<file path="src/rv_pkg.sv">
package rv_pkg;

    localparam int XLEN = 32;
    localparam int REG_AW = 5;

    ////////////////////
    // memories and io.
    localparam int IMEM_WORDS = 256;
    localparam int DMEM_WORDS = 256;
    localparam int IMEM_AW = $clog2(IMEM_WORDS);
    localparam int DMEM_AW = $clog2(DMEM_WORDS);
    localparam logic [XLEN-1:0] IO_ADDR = 32'h0000_1000;

    ////////////////////
    // instruction fields.
    localparam int RD_LSB = 7;
    localparam int F3_LSB = 12;
    localparam int RS1_LSB = 15;
    localparam int RS2_LSB = 20;
    localparam int ALT_BIT = 30; // selects sub and sra.

    typedef enum logic [6:0] {
        OP_LUI    = 7'b0110111,
        OP_AUIPC  = 7'b0010111,
        OP_JAL    = 7'b1101111,
        OP_JALR   = 7'b1100111,
        OP_BRANCH = 7'b1100011,
        OP_LOAD   = 7'b0000011,
        OP_STORE  = 7'b0100011,
        OP_IMM    = 7'b0010011,
        OP_REG    = 7'b0110011
    } opcode_t;

    // alu funct3.
    localparam logic [2:0] F3_ADD  = 3'b000;
    localparam logic [2:0] F3_SLL  = 3'b001;
    localparam logic [2:0] F3_SLT  = 3'b010;
    localparam logic [2:0] F3_SLTU = 3'b011;
    localparam logic [2:0] F3_XOR  = 3'b100;
    localparam logic [2:0] F3_SR   = 3'b101;
    localparam logic [2:0] F3_OR   = 3'b110;
    localparam logic [2:0] F3_AND  = 3'b111;

    // branch funct3.
    localparam logic [2:0] F3_BEQ  = 3'b000;
    localparam logic [2:0] F3_BNE  = 3'b001;
    localparam logic [2:0] F3_BLT  = 3'b100;
    localparam logic [2:0] F3_BGE  = 3'b101;
    localparam logic [2:0] F3_BLTU = 3'b110;
    localparam logic [2:0] F3_BGEU = 3'b111;

    typedef enum logic [3:0] {
        ADD,
        SUB,
        SLL,
        SLT,
        SLTU,
        XOR,
        SRL,
        SRA,
        OR,
        AND,
        PASS_B
    } alu_op_t;

endpackage
</file>
<file path="src/decode_stage.sv">
module decode_stage (
    input  logic                      clk,
    input  logic                      rst_n,
    input  logic                      id_valid,
    input  logic [rv_pkg::XLEN-1:0]   id_inst,
    input  logic [rv_pkg::XLEN-1:0]   id_pc,
    input  logic [rv_pkg::XLEN-1:0]   id_pc_plus4,
    input  logic                      redirect,
    input  logic                      wb_we,
    input  logic [rv_pkg::REG_AW-1:0] wb_rd,
    input  logic [rv_pkg::XLEN-1:0]   wb_data,
    output logic                      stall,
    output logic                      ex_valid,
    output logic [rv_pkg::XLEN-1:0]   ex_pc,
    output logic [rv_pkg::XLEN-1:0]   ex_pc_plus4,
    output logic [rv_pkg::REG_AW-1:0] ex_rs1,
    output logic [rv_pkg::REG_AW-1:0] ex_rs2,
    output logic [rv_pkg::XLEN-1:0]   ex_rs1_val,
    output logic [rv_pkg::XLEN-1:0]   ex_rs2_val,
    output logic [rv_pkg::XLEN-1:0]   ex_imm,
    output logic [rv_pkg::REG_AW-1:0] ex_rd,
    output rv_pkg::alu_op_t           ex_alu_op,
    output logic                      ex_use_imm,
    output logic                      ex_reg_write,
    output logic                      ex_mem_read,
    output logic                      ex_mem_write,
    output logic                      ex_is_branch,
    output logic [2:0]                ex_branch_f3,
    output logic                      ex_is_jal,
    output logic                      ex_is_jalr,
    output logic                      ex_pc_to_reg,
    output logic                      ex_use_pc
);

    logic [rv_pkg::XLEN-1:0]   rf [32];
    rv_pkg::opcode_t           op;
    rv_pkg::alu_op_t           alu_sel;
    rv_pkg::alu_op_t           alu_op;
    logic [rv_pkg::REG_AW-1:0] rs1;
    logic [rv_pkg::REG_AW-1:0] rs2;
    logic [2:0]                f3;
    logic [rv_pkg::XLEN-1:0]   imm_i, imm_s, imm_b, imm_u, imm_j, imm;
    logic use_imm, reg_write, mem_read, mem_write, is_branch;
    logic is_jal, is_jalr, pc_to_reg, use_pc, uses_rs1, uses_rs2;

    assign op  = rv_pkg::opcode_t'(id_inst[6:0]);
    assign rs1 = id_inst[rv_pkg::RS1_LSB +: rv_pkg::REG_AW];
    assign rs2 = id_inst[rv_pkg::RS2_LSB +: rv_pkg::REG_AW];
    assign f3  = id_inst[rv_pkg::F3_LSB +: 3];

    assign imm_i = {{20{id_inst[31]}}, id_inst[31:20]};
    assign imm_s = {{20{id_inst[31]}}, id_inst[31:25], id_inst[11:7]};
    assign imm_b = {{19{id_inst[31]}}, id_inst[31], id_inst[7], id_inst[30:25],
                    id_inst[11:8], 1'b0};
    assign imm_u = {id_inst[31:12], 12'b0};
    assign imm_j = {{11{id_inst[31]}}, id_inst[31], id_inst[19:12], id_inst[20],
                    id_inst[30:21], 1'b0};

    function automatic logic [rv_pkg::XLEN-1:0] rf_read(input logic [rv_pkg::REG_AW-1:0] idx);
        if (idx == '0) begin
            return '0; // x0.
        end else if (wb_we && wb_rd == idx) begin
            return wb_data; // write-through.
        end
        return rf[idx];
    endfunction

    always_comb begin
        case (f3)
            rv_pkg::F3_ADD:  alu_sel = (op == rv_pkg::OP_REG && id_inst[rv_pkg::ALT_BIT])
                                       ? rv_pkg::SUB : rv_pkg::ADD;
            rv_pkg::F3_SLL:  alu_sel = rv_pkg::SLL;
            rv_pkg::F3_SLT:  alu_sel = rv_pkg::SLT;
            rv_pkg::F3_SLTU: alu_sel = rv_pkg::SLTU;
            rv_pkg::F3_XOR:  alu_sel = rv_pkg::XOR;
            rv_pkg::F3_SR:   alu_sel = id_inst[rv_pkg::ALT_BIT] ? rv_pkg::SRA : rv_pkg::SRL;
            rv_pkg::F3_OR:   alu_sel = rv_pkg::OR;
            default:         alu_sel = rv_pkg::AND;
        endcase
    end

    always_comb begin
        {use_imm, reg_write, mem_read, mem_write, is_branch} = '0;
        {is_jal, is_jalr, pc_to_reg, use_pc, uses_rs1, uses_rs2} = '0;
        alu_op = rv_pkg::ADD;
        imm    = imm_i;
        case (op)
            rv_pkg::OP_LUI: begin
                {reg_write, use_imm} = 2'b11;
                alu_op = rv_pkg::PASS_B;
                imm    = imm_u;
            end
            rv_pkg::OP_AUIPC: begin
                {reg_write, use_imm, use_pc} = 3'b111;
                imm = imm_u;
            end
            rv_pkg::OP_JAL: begin
                {reg_write, is_jal, pc_to_reg} = 3'b111;
                imm = imm_j;
            end
            rv_pkg::OP_JALR:   {reg_write, is_jalr, pc_to_reg, uses_rs1} = 4'b1111;
            rv_pkg::OP_BRANCH: begin
                {is_branch, uses_rs1, uses_rs2} = 3'b111;
                imm = imm_b;
            end
            rv_pkg::OP_LOAD:   {reg_write, mem_read, use_imm, uses_rs1} = 4'b1111;
            rv_pkg::OP_STORE: begin
                {mem_write, use_imm, uses_rs1, uses_rs2} = 4'b1111;
                imm = imm_s;
            end
            rv_pkg::OP_IMM: begin
                {reg_write, use_imm, uses_rs1} = 3'b111;
                alu_op = alu_sel;
            end
            rv_pkg::OP_REG: begin
                {reg_write, uses_rs1, uses_rs2} = 3'b111;
                alu_op = alu_sel;
            end
            default: ; // unknown opcode acts as a nop.
        endcase
    end

    // load in execute feeding this instruction.
    assign stall = id_valid && ex_valid && ex_mem_read && ex_rd != '0 &&
                   ((uses_rs1 && rs1 == ex_rd) || (uses_rs2 && rs2 == ex_rd));

    always_ff @(posedge clk) begin
        if (wb_we && wb_rd != '0) begin
            rf[wb_rd] <= wb_data;
        end
    end

    always_ff @(posedge clk) begin
        if (!rst_n || !id_valid || stall || redirect) begin
            ex_valid <= 1'b0; // bubble.
            {ex_use_imm, ex_reg_write, ex_mem_read, ex_mem_write, ex_is_branch} <= '0;
            {ex_is_jal, ex_is_jalr, ex_pc_to_reg, ex_use_pc} <= '0;
        end else begin
            ex_valid <= 1'b1;
            {ex_use_imm, ex_reg_write, ex_mem_read, ex_mem_write, ex_is_branch} <=
                {use_imm, reg_write, mem_read, mem_write, is_branch};
            {ex_is_jal, ex_is_jalr, ex_pc_to_reg, ex_use_pc} <=
                {is_jal, is_jalr, pc_to_reg, use_pc};
        end
    end

    always_ff @(posedge clk) begin
        ex_pc        <= id_pc;
        ex_pc_plus4  <= id_pc_plus4;
        ex_rs1       <= rs1;
        ex_rs2       <= rs2;
        ex_rs1_val   <= rf_read(rs1);
        ex_rs2_val   <= rf_read(rs2);
        ex_imm       <= imm;
        ex_rd        <= id_inst[rv_pkg::RD_LSB +: rv_pkg::REG_AW];
        ex_alu_op    <= alu_op;
        ex_branch_f3 <= f3;
    end

endmodule

</file>
<file path="config.mk">
export PLATFORM = sky130hd
export DESIGN_NAME = decode_stage
export DESIGN_NICKNAME = d
export VERILOG_FILES = /design/src/rv_pkg.sv /design/src/decode_stage.sv
export SDC_FILE = /design/constraint.sdc
export NUM_CORES = 2
export LEC_CHECK = 0
export BUFFER_PORTS_ARGS = -buffer_cell sky130_fd_sc_hd__buf_4
export CAP_MARGIN = 0
export CORE_ASPECT_RATIO = 1.75
export CORE_UTILIZATION = 49
export CTS_CLUSTER_SIZE = 40
export DETAILED_ROUTE_END_ITERATION = 10
export PLACE_DENSITY_LB_ADDON = 0.3
export SYNTH_ARGS = -nofsm -noshare
export SYNTH_HDL_FRONTEND = slang
export SYNTH_SLANG_ARGS = --single-unit
</file>
<file path="constraint.sdc">
create_clock -name clk -period 4.3 [get_ports clk]
set_input_delay 0.86 -clock clk [delete_from_list [all_inputs] [get_ports clk]]
set_output_delay 0.86 -clock clk [all_outputs]
set_load 0.02 [all_outputs]
</file>
==> impl_metrics.toml <==
[finish]
final_common_cell = "edfxtp_1"
insertedDiodeCount = 0
largest_reg_flops = 1024
drive_gt1_share_pct = 38.0
fill_cells = 7646
nets = 3148
register_area_mm2 = 0.0346
regMostFlops = "rf"
multi_input_area_mm2 = 0.0170
synthToLayoutAreaGrowth_pct = 16.4
final_cell_mix = "edfxtp_1 (1024), mux4_2 (517), buf_4 (396)"

[clocking]
clkTransAtPathRegs_ns = 0.07
clock_path_buffers = 3
numClockSinks = 1216
cts_tree = "built"
cts_root_buf = "clkbuf_16"
ctsResizeCount = 0
cts_setup_buffers = 0
cts_made_buffers = 108
clkLatencyLatePin_ns = 0.75
htreeDepth = 3
cts_hold_buf = 0

[synthesis]
yosys_warnings = 0
dominantRegCellSynth = "edfxtp_1"
synthCells = 2651
synth_area_mm2 = 0.0522
syn_area_per_cell_um2 = 19.7
synthArstFlopShare_pct = 0
synth_seq_cells = 1216
synth_edf_count = 1024
ys_seq_area_share_pct = 66.3
synth.distinct_cells = 51

[worst_setup_path]
endpoint_kind = "primary output"
worstPathArrival_ns = 2.76
r2r-start = "rf[15][28]"
ff2ff_setup_slack_ns = 2.38
required_ns = 3.44
worstSetupPathType = "in -> out"
cp_max_fo = 27
rr_worst_depth = 5
cp-start-kind = "primary input"
worst_r2r_endpoint = "ex_rs2_val[28]"

[grt]
first_global_vias = 31900
grt_usage_pct = 28.5
grt-ovfl-total = 0
grt_pass1_wl_um = 218000
antenna_found_initial = 3
grt_max_degree = 121

[power]
p_per_area_mw_per_mm2 = 426
p_leak_nw = 20.3
max-vdd-ir-drop_mv = 0.371

[drt]
drt_iter0_markers = 3149
ant_nets = 0
routed_wl_um = 153000
vias = 30200
wl_per_cell_um = 34.2
drc = 0
avgViaCountPerCell = 6.77
dr.pass1.iters = 8

[floorplan]
die-area_mm2 = 0.108
start_util_pct = 49.3
row_count = 158
die_height_um = 434
ios = 331
core_region_area_mm2 = 0.106
die_w_um = 249

[flow_run]
maxCapViolCount = 0

[min_path]
min_from = "id_pc[22]"
hold_path_class = "in -> reg"
hold_end = "ex_pc[22]"
hold_depth = 1

[place]
dp_slack_ns = 0.804
dp_hpwl_um = 91000
port_buffers = 330
place.gp.congestion = 0.863

[timing]
rsz0062_at_grt = "no"
slew_violations = 0
fin_ws_ns = 0.675
setup-violations-final = 0
fin_setup_tns_ns = 0
fin_crit_sh_pct = 84.3
min_period_ns = 3.62
finalClockSkew_ns = 0.0289
max_freq_ghz = 0.276
final_hold_viol_count = 0
worst_pin_slew_ns = 0.958
slew_headroom_pct = 36.1

[run_status]
status = "complete, no violations"
-- report_power, final --
part	internal, mW	switching (mW)	leakage [nW]
sequential	13.1	0.155	10.9
combinational	1.04	1.33	7.60
clock	5.87	4.43	1.83
total	20.0	5.92	20.3
-- worst max-delay path by stage --
stage           startpoint   endpoint  slack [ns]  depth (start not counted)
2_1_floorplan     wb_rd[3]  rf[25][0]        1.07                          4
3_3_place_gp   id_inst[19]      stall        0.74                          6
3_5_place_dp   id_inst[19]      stall        0.80                          6
4_1_cts        id_inst[19]      stall        0.80                          6
5_1_grt        id_inst[19]      stall        0.60                          6
6_report       id_inst[19]      stall        0.68                          6
-- metrics by stage --
| stage | std cells | total power, mW | area, µm² | hold WS (ns) | util [%] |
|---|---|---|---|---|---|
| after floorplan | 2682 | 14.8 | 52300 | 0.699 | - |
| after global placement | 4260 | 15.8 | 57000 | 0.674 | 53.8 |
| after detailed placement | 4260 | 15.8 | 57000 | 0.681 | 53.8 |
| after CTS | 4464 | 26.0 | 60700 | 0.169 | 57.4 |
| after global routing | 4464 | 26.6 | 60700 | 0.193 | 57.4 |
| final | 4464 | 25.9 | 60700 | 0.215 | 57.4 |
-- cells in the mapped netlist, types with 3 or more instances --
cell | count | share of area, %
a211oi_1 | 121 | 1.7
buf_1 | 18 | 0.13
edfxtp_1 | 1024 | 59
nand2_1 | 41 | 0.30
nor4_1 | 4 | 0.048
nor3_1 | 13 | 0.12
nand4_1 | 8 | 0.096
nand3b_1 | 3 | 0.043
a211o_1 | 22 | 0.37
nand3_1 | 37 | 0.36
nand2b_1 | 5 | 0.060
a21o_1 | 19 | 0.27
xnor2_1 | 11 | 0.18
mux2i_1 | 84 | 1.6
mux4_2 | 517 | 22
nor2b_1 | 56 | 0.67
xor2_1 | 9 | 0.15
buf_2 | 78 | 0.75
o22ai_1 | 31 | 0.37
mux2_2 | 15 | 0.32
inv_1 | 10 | 0.072
buf_4 | 10 | 0.14
clkbuf_1 | 105 | 0.76
a22oi_1 | 66 | 0.95
a22o_1 | 37 | 0.62
o21ai_0 | 14 | 0.13
nor2_1 | 55 | 0.40
a21oi_1 | 6 | 0.058
a32o_1 | 3 | 0.058
dfxtp_1 | 192 | 7.4
and2_1 | 5 | 0.060
o221ai_1 | 8 | 0.13
-- kinds of logic (layout without fill, tap and decap cells) --
family | Yosys count | count (layout) | synth area share, %
and+or+nand+nor | 236 | 236 | 2.27
buffers and inverters | 223 | 645 | 1.88
other | 1 | 32 | 0.00719
AOI/OAI and AO/OA | 339 | 339 | 4.92
muxes | 616 | 616 | 24.3
DFF | 1216 | 1216 | 66.3
xor gates and xnor gates | 20 | 20 | 0.336
-- layout make-up --
| class | instances | area share (%) |
|---|---|---|
| clock buffers | 144 | 4.99 |
| well taps | 1360 | 2.80 |
| multi-input cells | 1243 | 28.0 |
| repair buffers | 430 | 5.96 |
| flip-flops and latches | 1216 | 57.0 |
| inverters | 11 | 0.0680 |
| clock inverters | 60 | 1.19 |
-- metal layers --
layer	GRT usage, %	share of wire, %	vias to the layer above
met5	0	0.030	-
met4	15.3	5.6	6
met3	6.52	9.1	440
met2	49.2	52	1825
met1	33.1	34	15900
li1	-	-	12000
-- critical path, stage by stage --
cell and delay [ns]:
buf_4 0.52, xor2_1 0.17, nor4_1 0.35, nand4_1 0.19, a21oi_2 0.40, buf_4 0.22
(Power assumes the default switching activity.)
